`src/logic/cache_pkg.sv`:
```
package cache_pkg;

    // --------------------------------------------------
    // cache geometry
    // --------------------------------------------------
    // words in one cache line
    localparam int words_per_line = 4;
    // byte offset bits within a line
    localparam int offset_bits = 4;
    // fixed at two, one LRU bit per set
    localparam int num_ways = 2;

    // --------------------------------------------------
    // vector types
    // --------------------------------------------------
    // cpu data word
    typedef logic [31:0] word_t;

    // byte address
    typedef logic [31:0] addr_t;

    // full line, word 0 in the low bits
    typedef logic [words_per_line*$bits(word_t)-1:0] line_t;

    // byte address without the line offset, also used as the stored tag
    typedef logic [$bits(addr_t)-offset_bits-1:0] line_addr_t;

    // way select
    typedef logic [0:0] way_t;

endpackage
```
`src/logic/cache_data_array.sv`:
```
`timescale 1ns/1ns

module cache_data_array #(
    parameter int num_sets = 16
) (
    input  logic                                         clk,
    input  logic [$clog2(num_sets)-1:0]                  index,
    input  logic [$clog2(cache_pkg::words_per_line)-1:0] word_sel,
    input  logic                                         store_we,
    input  cache_pkg::way_t                              store_way,
    input  cache_pkg::word_t                             store_data,
    input  logic                                         line_we,
    input  cache_pkg::way_t                              tag_we_way,
    input  cache_pkg::line_t                             fill_line,
    input  cache_pkg::way_t                              hit_way,
    output cache_pkg::line_t                             rd_line
);

    localparam int word_bits = $bits(cache_pkg::word_t);

    // --------------------------------------------------
    // line storage
    // --------------------------------------------------
    cache_pkg::line_t lines [num_sets][cache_pkg::num_ways];

    // whole line on refill, single word on store hit
    always_ff @(posedge clk) begin
        if (line_we) begin
            lines[index][tag_we_way] <= fill_line;
        end else if (store_we) begin
            lines[index][store_way][word_sel*word_bits +: word_bits] <= store_data;
        end
    end

    // read port, way picked by the controller
    // hit way in lookup, victim way in writeback
    assign rd_line = lines[index][hit_way];

endmodule

```
`config.mk`:
```
export PLATFORM = sky130hd
export DESIGN_NAME = cache_data_array
export DESIGN_NICKNAME = d
export VERILOG_FILES = /design/src/logic/cache_pkg.sv /design/src/logic/cache_data_array.sv
export SDC_FILE = /design/constraint.sdc
export NUM_CORES = 2
export LEC_CHECK = 0
export BUFFER_PORTS_ARGS = -buffer_cell sky130_fd_sc_hd__buf_2
export CAP_MARGIN = 5
export CELL_PAD_IN_SITES_DETAIL_PLACEMENT = 2
export CELL_PAD_IN_SITES_GLOBAL_PLACEMENT = 2
export CORE_MARGIN = 4
export CORE_UTILIZATION = 53
export CTS_CLUSTER_SIZE = 14
export DETAILED_ROUTE_END_ITERATION = 10
export PLACE_DENSITY = 0.85
export SLEW_MARGIN = 15
export SYNTH_ARGS = -nofsm -noshare
export SYNTH_HDL_FRONTEND = slang
export SYNTH_SLANG_ARGS = --single-unit
```
`constraint.sdc`:
```
create_clock -name clk -period 5.15 [get_ports clk]
set_input_delay 0.2575 -clock clk [delete_from_list [all_inputs] [get_ports clk]]
set_output_delay 0.2575 -clock clk [all_outputs]
set_load 0.02 [all_outputs]
```
==> impl_metrics.toml, run 1 <==
[placed_design]
detailed_place_hpwl_mm = 445.3
port_buffers = 299
gp_congestion = 0.8022

[synth]
synthesis.area_mm2 = 0.1592
synth_edf_count = 4096
yosysSeqAreaShare_pct = 77.24
ys_ff_latch = 4096
synth_area_per_cell_um2 = 19.54
yosysWarnings = 0
syn_inst = 8148
synth_cell_types = 38
synthesis.nets = 8325
synth-main-ff-cell = "edfxtp_1"
async_reset_ff_share_pct = 0

[floorplanning]
start_util_pct = 53.43
top_level_ports = 300
die_w_um = 556.1
die_y_um = 556.1
rows = 200

[outcome]
status = "did not finish"
haltStage = "detailed placement"
error = "[ERROR DPL-0033] detailed placement checks failed during check placement."
## metrics by stage
| stage | instances | hold WS [ns] | setup slack [ns] | instance area, um2 |
|---|---|---|---|---|
| 3_3_place_gp | 12300 | 0.7512 | 1.434 | 167900 |
| 2_1_floorplan | 8148 | 0.7201 | 1.990 | 159200 |
## cells by family after synthesis
family / synth area share (%)
simple gates: 2.175
compound gates: 5.088
fa+ha+maj: 0.03929
flops: 77.24
buf+inv: 1.763
mux: 13.69
## Yosys cell counts (all sizes together), types with 75 or more instances
| cell | n | area share, % |
|---|---|---|
| o21ai | 192 | 0.60 |
| clkbuf | 206 | 0.49 |
| edfxtp | 4096 | 77 |
| buf | 307 | 1.3 |
| a21oi | 75 | 0.24 |
| nor2 | 199 | 0.47 |
| a22oi | 184 | 0.87 |
| a2bb2oi | 124 | 0.68 |
| nand3 | 131 | 0.41 |
| mux4 | 520 | 7.4 |
| mux2i | 1008 | 6.3 |
| o22ai | 314 | 1.2 |
| nand2 | 431 | 1.0 |
==> run 2, diff against run 1 <==
- CELL_PAD_IN_SITES_DETAIL_PLACEMENT: 2 -> unset
- CELL_PAD_IN_SITES_GLOBAL_PLACEMENT: 2 -> unset
- CORE_UTILIZATION: 53 -> 40
- CTS_CLUSTER_SIZE: 14 -> unset
- PLACE_DENSITY: 0.85 -> unset
- PLACE_DENSITY_LB_ADDON: unset -> 0.15
==> impl_metrics.toml, run 2 <==
[global_route]
globalRoute.totalOverflow = 0
grt.total_usage_pct = 24.21
grt_max_degree = 115
antenna_found_initial = 53
grt_pass1_wl_mm = 690.8
grt_pass1_vias = 85710

[synth]
yosysSeqAreaShare_pct = 77.24
synth_adder_area_share_pct = 0.03929
synthSimpleGateAreaFrac_pct = 2.175
synth_edf_count = 4096
synth_top_family_by_area = "multiplexers"
synth_area_per_cell_um2 = 19.54
synthesis.nets = 8325
post-synth-top-count-cell = "edfxtp_1"
syn_inst = 8148
synthMuxAreaShare_pct = 13.69
synth-xor-area-share_pct = 0
synthesis.area_mm2 = 0.1592
ys_ff_latch = 4096
synth_cell_types = 38
synth-main-ff-cell = "edfxtp_1"
yosysTopAreaCell = "edfxtp_1"
synth-compound-area-share_pct = 5.088
async_reset_ff_share_pct = 0
synthDominantCellAreaShare_pct = 77.24
ys_top_cells_by_count = "edfxtp_1, mux2i_1, mux4_2, nand2_1, o22ai_1"
yosysWarnings = 0
ys_top_cells_by_area = "edfxtp_1, mux4_2, mux2i_1, o22ai_1, nand2_1"

[clocking]
cts_tree = "yes"
cts_buffers = 427
cts.path.max_buffers = 4
clk_pin_slew_ns = 0.06
numClockSinks = 4096
ctsHoldBuffers = 109
cts.htree.levels = 5
cts_resized = 0
cts_setup_buffers = 0
cts-root-buf = "clkbuf_16"

[sta]
maxSlewViolCount = 0
timing.slew.headroom_pct = 13.47
period_share_pct = 78.50
rsz0062_at_grt = "no"
setup_viol = 0
hold_violations = 0
setup_tns_ns = 0
min_period_ns = 4.043
timing.fmax_ghz = 0.2474
worstMarginPinSlew_ns = 1.291

[routing]
drt_iter0_drc = 9183
post-route-drc-count = 0
drt-total-wl_mm = 503.8
drt_first_pass_iters = 5
drt-vias-per-instance = 5.871
vias = 85570
avgRoutedWirePerCell_um = 34.57
postRouteAntennaNets = 0

[critical_path]
cp_max_fo = 36
end_kind = "output pin"
arrival_ns = 3.79
worstSetupPathType = "in2out"
cp-start-kind = "input pin"
worstPathRequired_ns = 4.89

[cells_and_area]
final_cell_mix = "edfxtp_1, mux2i_1, mux4_2"
syn_to_final_growth_pct = 15.84
fillers = 33230
largest_register_ff_count = 4096
drive_above_1_share_pct = 22.04
final_common_cell = "edfxtp_1"
final_area_mm2 = 0.1845
reg_top3 = "lines: 4096 flops"
layout.nets = 9111
regMostFlops = "lines"

[floorplanning]
die-area_mm2 = 0.4082
start_util_pct = 40.18
rows = 231
top_level_ports = 300
die_y_um = 638.9
core_area_mm2 = 0.3963
die_w_um = 638.9

[outcome]
status = "finished clean"

[placed_design]
port_buffers = 299
detailed_place_hpwl_mm = 282.8
dpl_cell_area_mm2 = 0.1698
gp_congestion = 0.7805

[hold_path]
hold_path_class = "in2reg"

[pwr]
power.density_mw_per_mm2 = 388.3
ir_drop_uv = 267.4
p_leak_nw = 60.53

[job]
maxCapViolations = 0
==> run 2: area by class of cell <==
type / count / area (um2) / area share [%]
clock inverter: 277 / 2305 / 1.249
tap: 5242 / 6559 / 3.556
sequential: 4096 / 123000 / 66.68
inverter: 3 / 11.26 / 0.006105
antenna: 35 / 87.58 / 0.04748
timing repair buffer: 870 / 6709 / 3.637
multi-input combinational: 3536 / 34660 / 18.79
clock buffer: 515 / 11120 / 6.030
==> run 2: per-layer routing <==
layer	global-route usage, %	routed length, um	share of wire (%)	vias up
met5	0	106	0.021	-
met4	8.201	18510	3.7	14
met3	3.641	34740	6.9	758
met2	40.47	247800	49	3395
met1	32.48	202600	40	46110
li1	-	-	-	35290
==> run 2: cells by family after synthesis <==
group / count (synthesis)
simple gates: 843
flops: 4096
fa+ha+maj: 5
mux: 1528
compound gates: 1160
buf+inv: 516
==> run 2: stage by stage <==
step	hold slack, ns	std cells	power [mW]	setup slack, ns	utilization, %
final	0.05734	14570	71.62	1.107	46.55
after global routing	0.06743	14550	73.81	1.153	46.54
after CTS	0.0008675	14540	72.20	1.229	46.50
after detailed placement	0.7821	13630	42.52	1.231	42.84
after global placement	0.7674	13630	42.44	1.223	42.84
after floorplan	0.7201	8148	40.50	1.990	-
==> run 2: power by group <==
part	internal (mW)	switching, mW
sequential	37.2	0.0959
clock	16.9	12.9
combinational	1.45	3.07
==> run 2: worst paths after layout <==
kind     startpoint        endpoint  slack (ns)  cells after the start
max        index[0]    rd_line[114]        1.11                      8
min   fill_line[12]  lines[14][140]        0.06                      2
==> run 2: critical path, cell delays in order <==
cell,delay [ns]
buf_8,0.15
buf_4,0.47
nor2_4,0.61
buf_4,0.46
buf_4,0.39
a22oi_1,0.15
a22oi_1,0.75
buf_2,0.30
No activity file was read; power rests on OpenSTA's default activity.
