==> src/logic/cache_pkg.sv <==
package cache_pkg;

    // --------------------------------------------------
    // cache geometry
    // --------------------------------------------------
    // words in one cache line
    localparam int words_per_line = 4;
    // byte offset bits within a line
    localparam int offset_bits = 4;
    // fixed at two, one LRU bit per set
    localparam int num_ways = 2;

    // --------------------------------------------------
    // vector types
    // --------------------------------------------------
    // cpu data word
    typedef logic [31:0] word_t;

    // byte address
    typedef logic [31:0] addr_t;

    // full line, word 0 in the low bits
    typedef logic [words_per_line*$bits(word_t)-1:0] line_t;

    // byte address without the line offset, also used as the stored tag
    typedef logic [$bits(addr_t)-offset_bits-1:0] line_addr_t;

    // way select
    typedef logic [0:0] way_t;

endpackage
==> src/logic/cache_controller.sv <==
`timescale 1ns/1ns

module cache_controller #(
    parameter int num_sets = 16
) (
    input  logic                                         clk,
    input  logic                                         rst_n,
    // cpu side
    input  logic                                         load_valid,
    input  logic                                         store_valid,
    input  cache_pkg::addr_t                             addr,
    input  cache_pkg::word_t                             store_data,
    output cache_pkg::word_t                             load_data,
    output logic                                         done,
    output logic                                         busy,
    output logic                                         load_miss,
    output logic                                         store_miss,
    // memory side
    output logic                                         mem_req,
    output logic                                         mem_we,
    output cache_pkg::line_addr_t                        mem_addr,
    output cache_pkg::line_t                             mem_wdata,
    input  logic                                         mem_ack,
    input  cache_pkg::line_t                             mem_rdata,
    // tag array
    input  logic                                         hit,
    input  cache_pkg::way_t                              hit_way,
    input  cache_pkg::way_t                              victim_way,
    input  logic                                         victim_dirty,
    input  cache_pkg::line_addr_t                        victim_tag,
    // data array
    input  cache_pkg::line_t                             rd_line,
    // array control
    output logic [$clog2(num_sets)-1:0]                  index,
    output cache_pkg::line_addr_t                        lookup_tag,
    output logic [$clog2(cache_pkg::words_per_line)-1:0] word_sel,
    output logic                                         tag_we,
    output cache_pkg::way_t                              tag_we_way,
    output logic                                         store_we,
    output cache_pkg::way_t                              store_way,
    output logic                                         line_we,
    output cache_pkg::line_t                             fill_line,
    output cache_pkg::way_t                              touch_way,
    output logic                                         touch
);

    localparam int index_bits = $clog2(num_sets);
    localparam int sel_bits   = $clog2(cache_pkg::words_per_line);
    localparam int word_bits  = $bits(cache_pkg::word_t);

    typedef enum logic [2:0] {
        idle,
        lookup,
        writeback,
        refill,
        respond
    } ctrl_state_t;

    ctrl_state_t           state;
    logic                  req_is_store;
    // set once a miss was reported for this request
    logic                  miss_seen;
    logic                  mem_req_q;
    logic                  refill_ack;
    cache_pkg::addr_t      req_addr;
    cache_pkg::word_t      req_data;
    cache_pkg::way_t       victim_way_q;
    cache_pkg::line_addr_t victim_tag_q;
    cache_pkg::word_t      load_data_q;

    // --------------------------------------------------
    // request decode
    // --------------------------------------------------
    assign index      = req_addr[cache_pkg::offset_bits +: index_bits];
    assign lookup_tag = req_addr[$bits(cache_pkg::addr_t)-1:cache_pkg::offset_bits];
    assign word_sel   = req_addr[cache_pkg::offset_bits-1 -: sel_bits];

    // --------------------------------------------------
    // state machine
    // --------------------------------------------------
    always_ff @(posedge clk or negedge rst_n) begin
        if (!rst_n) begin
            state        <= idle;
            req_is_store <= 1'b0;
            miss_seen    <= 1'b0;
            mem_req_q    <= 1'b0;
        end else begin
            case (state)
                idle: begin
                    if (load_valid || store_valid) begin
                        req_is_store <= store_valid;
                        miss_seen    <= 1'b0;
                        state        <= lookup;
                    end
                end
                lookup: begin
                    if (hit) begin
                        state <= respond;
                    end else begin
                        miss_seen <= 1'b1;
                        state     <= victim_dirty ? writeback : refill;
                    end
                end
                writeback, refill: begin
                    // raise the request, then hold it until the ack
                    if (!mem_req_q) begin
                        mem_req_q <= 1'b1;
                    end else if (mem_ack) begin
                        mem_req_q <= 1'b0;
                        state     <= (state == writeback) ? refill : lookup;
                    end
                end
                respond: begin
                    state <= idle;
                end
                default: begin
                    state <= idle;
                end
            endcase
        end
    end

    // request payload and miss bookkeeping
    always_ff @(posedge clk) begin
        if (state == idle && (load_valid || store_valid)) begin
            req_addr <= addr;
            req_data <= store_data;
        end
        if (state == lookup) begin
            if (hit) begin
                load_data_q <= rd_line[word_sel*word_bits +: word_bits];
            end else begin
                victim_way_q <= victim_way;
                victim_tag_q <= victim_tag;
            end
        end
    end

    // --------------------------------------------------
    // cpu outputs
    // --------------------------------------------------
    assign busy       = (state != idle);
    assign done       = (state == respond);
    assign load_data  = load_data_q;
    assign load_miss  = (state == lookup) && !hit && !miss_seen && !req_is_store;
    assign store_miss = (state == lookup) && !hit && !miss_seen && req_is_store;

    // memory port
    assign mem_req    = mem_req_q;
    assign mem_we     = (state == writeback);
    assign mem_addr   = (state == writeback) ? victim_tag_q : lookup_tag;
    assign mem_wdata  = rd_line;

    // --------------------------------------------------
    // array control
    // --------------------------------------------------
    assign refill_ack = (state == refill) && mem_req_q && mem_ack;
    assign tag_we     = refill_ack;
    assign tag_we_way = victim_way_q;
    assign line_we    = refill_ack;

    // outside refill every word slot carries the store word
    assign fill_line  = (state == refill) ? mem_rdata
                                          : {cache_pkg::words_per_line{req_data}};

    assign store_we   = (state == lookup) && hit && req_is_store;
    assign store_way  = hit_way;
    assign touch      = (state == lookup) && hit;

    // also the read way of the data array
    assign touch_way  = (state == writeback) ? victim_way_q : hit_way;

endmodule

==> config.mk <==
export PLATFORM = sky130hd
export DESIGN_NAME = cache_controller
export DESIGN_NICKNAME = d
export VERILOG_FILES = /design/src/logic/cache_pkg.sv /design/src/logic/cache_controller.sv
export SDC_FILE = /design/constraint.sdc
export NUM_CORES = 1
export LEC_CHECK = 0
export BUFFER_PORTS_ARGS = -buffer_cell sky130_fd_sc_hd__buf_2
export CAP_MARGIN = 20
export CORE_AREA = 4 4 278 280
export DETAILED_ROUTE_END_ITERATION = 10
export DIE_AREA = 0 0 282 284
export PLACE_DENSITY_LB_ADDON = 0.1
export SYNTH_ARGS = -nofsm -noshare
export SYNTH_HDL_FRONTEND = slang
export SYNTH_SLANG_ARGS = --single-unit
==> constraint.sdc <==
create_clock -name clk -period 3.5 [get_ports clk]
set_clock_uncertainty 0.05 [all_clocks]
set_input_delay 0.35 -clock clk [delete_from_list [all_inputs] [get_ports clk]]
set_output_delay 0.35 -clock clk [all_outputs]
set_load 0.005 [all_outputs]
# Yosys cells after proc, flatten, opt, wreduce, memory -nomap -nowiden
# Cells that the tools add are included.
# W data, S select, Z words.
# word_totals
ff_bits	131
elab_cells	56
# op_classes
n_shift	1
bitwise	1
n_reduce_logical	22
eq_ne	8
n_mux	15
# ops
operator	count
$mux W128	1
$shiftx A128 B8 Y32	1
$mux W28	1
$mux W3	4
$logic_and A1 B1 Y1	9
$pmux W3 S3	1
$eq A3 B2 Y1 const B	2
$mux W1	6
$ne A2 B2 Y1 const B	3
$reduce_and A2 Y1	3
$reduce_and A3 Y1	2
$eq A3 B1 Y1 const B	1
$eq A3 B3 Y1 const B	1
$logic_not A1 Y1	3
$logic_not A3 Y1	1
$reduce_bool A3 Y1	1
$mux W2	1
$ne A2 B1 Y1 const B	1
$pmux W1 S2	1
$reduce_bool A2 Y1	1
$reduce_or A2 Y1	1
$logic_or A1 B1 Y1	1
$not A1 Y1	1

# Logic depth before layout (Yosys ltp)
# logic_depth
ltp_word	5
mapped_depth	6
depth_no_buf	4

# Worst setup path before layout
# No wires, ideal clock.
# synth_path
path_kind	register -> register
startpoint	register state[0]
endpoint	register req_addr[10], enable pin
setup_slack_ps	675
setup_ps	425
t_arrival_ps	2350
path_buffers	1
synth_period_minus_slack_ps	2825
path_stages_with_launch	4
cell_sequence	dfrtp_1 -> buf_4 -> nor3_1 -> o21a_1
# synth_via
elab_chain_cells	2
# synth_rtl
element	line	text
start, declared	cache_controller.sv:59	ctrl_state_t state;
start signal, assigned	cache_controller.sv:83	state <= idle;
start signal, assigned	cache_controller.sv:93	state <= lookup;
start signal, assigned	cache_controller.sv:98	state <= respond;
$logic_not A3 Y1	cache_controller.sv:125	if (state == idle && (load_valid || store_valid)) begin
$logic_and A1 B1 Y1	cache_controller.sv:125	
end signal, assigned	cache_controller.sv:126	req_addr <= addr;
end, declared	cache_controller.sv:65	cache_pkg::addr_t req_addr;
# No other way between the ends.
# A chain may end at the register's enable or synchronous reset.

# Worst setup path after layout
# layout_path
startpoint	register state[1]
endpoint	output port fill_line[103]
# layout_via
elab_chain_cells	2
# layout_rtl
element	line	text
$eq A3 B2 Y1	cache_controller.sv:163	assign fill_line = (state == refill) ? mem_rdata
$mux W128	cache_controller.sv:163	
end, declared	cache_controller.sv:42	output cache_pkg::line_t fill_line,
# No other way between the ends.

==> results_dict.tcl <==
set metrics [dict create \
    status "completed" \
    ctsResizeCount 0 \
    ys_types 28 \
    async_reset_ff_share_pct 4.651 \
    numCtsBuffers 17 \
    yosysWarnings 0 \
    h-tree-depth 4 \
    clk_pin_slew_worst_paths_ns 0.07 \
    port_buffers 717 \
    clk_latency_ns 0.46 \
    grt_pass1_vias 8066 \
    cts-root-buf "clkbuf_16" \
    multi_input_comb_area_sq_um 2554 \
    min_period_over_period_pct 82.02 \
    cap_viol_max_count 0 \
    hp-class "primary input to flip-flop" \
    grt_max_degree 51 \
    syn-num-nets 1030 \
    worstHoldStart "store_data[1]" \
    die-area_sq_um 80090 \
    layout-drive-gt1-share_pct 58.34 \
    tightest_slew_ns 0.6501 \
    drc_errors 0 \
    die_h_um 284 \
    ys.flop_type "edfxtp_1" \
    fin_cells 2331 \
    setup_violations 0 \
    core_area_sq_um 74450 \
    ys_seq_area_share_pct 50.08 \
    cts_setup_buffers 0 \
    critPathLaunch "state[1]" \
    fin_tns_setup_ns 0 \
    place_inst 2207 \
    clock-sinks 129 \
    cts_tree "yes" \
    yosys_register_bits 129 \
    wl_um 40240 \
    dp.final_hpwl_um 33440 \
    fmax_ghz 0.3484 \
    fin_nets 1705 \
    io_pins 720 \
    maxSlewViolCount 0 \
    synth_edf_count 123 \
    grt_overflow 0 \
    p_leak_uw 0.006257 \
    area_growth_pct 67.51 \
    endpoint_kind "output port" \
    drt-initial-drc-count 229 \
    final-hold-violation-count 0 \
    ant_nets 0 \
    regArea_sq_um 3844 \
    arrival_ns 2.47 \
    globalplace.congestion 0.8133 \
    postSynthCellCount 673 \
    peakVddDrop_mv 0.2198 \
    die_w_um 282 \
    min_period_ns 2.871 \
    vias_per_cell 3.226 \
    dr.pass1.iters 4 \
    criticalPathCategory "flip-flop to output port" \
    rr_startpoint "state[1]" \
    clock_path_buffers 2 \
    critical_path_required_ns 3.10 \
    wl_per_cell_um 17.26 \
    setup.worst_path.start_class "flip-flop" \
    powerDensity_nw_per_um2 644.7 \
    slew_headroom_pct 56.66 \
    crit_fanout 50 \
    vias 7519 \
    num-fill-cells 8458 \
    antenna_found_initial 12 \
    grt_pass1_wl_um 54470 \
    rsz0062_at_grt "no" \
    grt_usage_pct 9.538 \
    synth_area_sq_um 7675 \
    syn_avg_cell_area_sq_um 11.40 \
    rows 100 \
    start_util_pct 10.31 \
]
cells in the mapped netlist, types with 2 or more instances:
cell type | number | share of area (%)
and3_1 | 3 | 0.24
buf_2 | 5 | 0.33
buf_4 | 139 | 14
buf_6 | 18 | 2.6
dfrtp_1 | 6 | 2.0
edfxtp_1 | 123 | 48
inv_1 | 4 | 0.20
mux2_4 | 29 | 5.7
mux4_1 | 32 | 11
nand2_1 | 292 | 14
nor2_1 | 3 | 0.15
nor3_1 | 2 | 0.13
o21ai_0 | 2 | 0.13
report_power, final:
part | internal (uW) | switching, uW | total [uW] | leakage (uW)
Sequential | 2130 | 149 | 2270 | 0.00120
Clock | 1140 | 836 | 1970 | 0.000299
Combinational | 1790 | 2250 | 4040 | 0.00476
flip-flops by register name, summed over array words and instances, names as in the netlist:
| register | count |
|---|---|
| load_data | 32 |
| req_data | 32 |
| req_addr | 30 |
| victim_tag_q | 28 |
| state | 3 |
| mem_req | 1 |
| miss_seen | 1 |
| req_is_store | 1 |
| tag_we_way | 1 |
layout by cell type, fill, tap and decap left out, types with 3 or more instances in the layout:
master / netlist / final
buf_2: 5 / 717
clkbuf_16: 0 / 17
buf_12: 0 / 3
nor2_1: 3 / 3
nand2_1: 292 / 292
inv_6: 0 / 4
dfrtp_1: 6 / 6
buf_4: 139 / 8
bufinv_16: 0 / 3
inv_1: 4 / 4
clkinv_4: 0 / 4
edfxtp_1: 123 / 123
mux2_4: 29 / 29
dlygate4sd3_1: 0 / 91
mux4_1: 32 / 32
kinds of logic (layout without fill, tap and decap cells):
logic type | Yosys count | after routing | synth area share [%]
buffers and inverters | 167 | 855 | 16.81
AND/OR/NAND/NOR | 308 | 308 | 15.73
multiplexers | 62 | 62 | 16.78
AO/OA/AOI/OAI | 7 | 7 | 0.6033
other | 0 | 1 | 0
flip-flops | 129 | 129 | 50.08
stage by stage:
| stage | total power (uW) | worst slack (ns) | hold slack, ns | util, % | area, sq um |
|---|---|---|---|---|---|
| detailed placement | 6417 | 1.092 | 0.1511 | 15.22 | 11330 |
| global route | 8980 | 0.4338 | 0.04866 | 17.27 | 12850 |
| floorplan | 4491 | 0.6751 | 0.004409 | - | 7675 |
| finish | 8288 | 0.6294 | 0.09700 | 17.27 | 12860 |
| global placement | 6475 | 1.081 | 0.1474 | 15.22 | 11330 |
| CTS | 8604 | 0.5468 | 0.04805 | 17.27 | 12850 |
final timing paths:
check	slack, ns	to	cells past startpoint
setup / recovery	0.63	fill_line[103]	5
hold / removal	0.1	req_data[1]	1
setup reg to reg	1.17	req_data[26]	3
hold reg to reg	0.49	mem_req	1
max in group asynchronous	2.98	req_is_store	2
min in group asynchronous	0.24	miss_seen	2
worst max-delay path, stage by stage (launching register included):
cell and delay, ns:
dfrtp_1 0.58, and3b_4 0.68, buf_4 0.37, nand2_1 0.08, nand2_1 0.14, buf_2 0.14
what timing repair did:
action,CTS,global route
hold buffers,91,0
endpoints found under the hold margin,96,0
setup endpoints to repair,0,0
metal layers:
| metal | GRT usage (%) | part of all wire (%) |
|---|---|---|
| met5 | 0 | 0.15 |
| met4 | 3.441 | 2.9 |
| met3 | 3.348 | 8.9 |
| met2 | 18.63 | 54 |
| met1 | 9.038 | 34 |
cell type report:
| cell class | count | area share, % |
|---|---|---|
| Tap cell | 969 | 9.431 |
| Multi-Input combinational cell | 377 | 19.86 |
| Timing Repair Buffer | 819 | 35.93 |
| Antenna cell | 1 | 0.01946 |
| Inverter | 4 | 0.1168 |
| Clock inverter | 13 | 1.372 |
| Sequential cell | 129 | 29.90 |
| Clock buffer | 19 | 3.367 |
(Power assumes the default switching activity.)
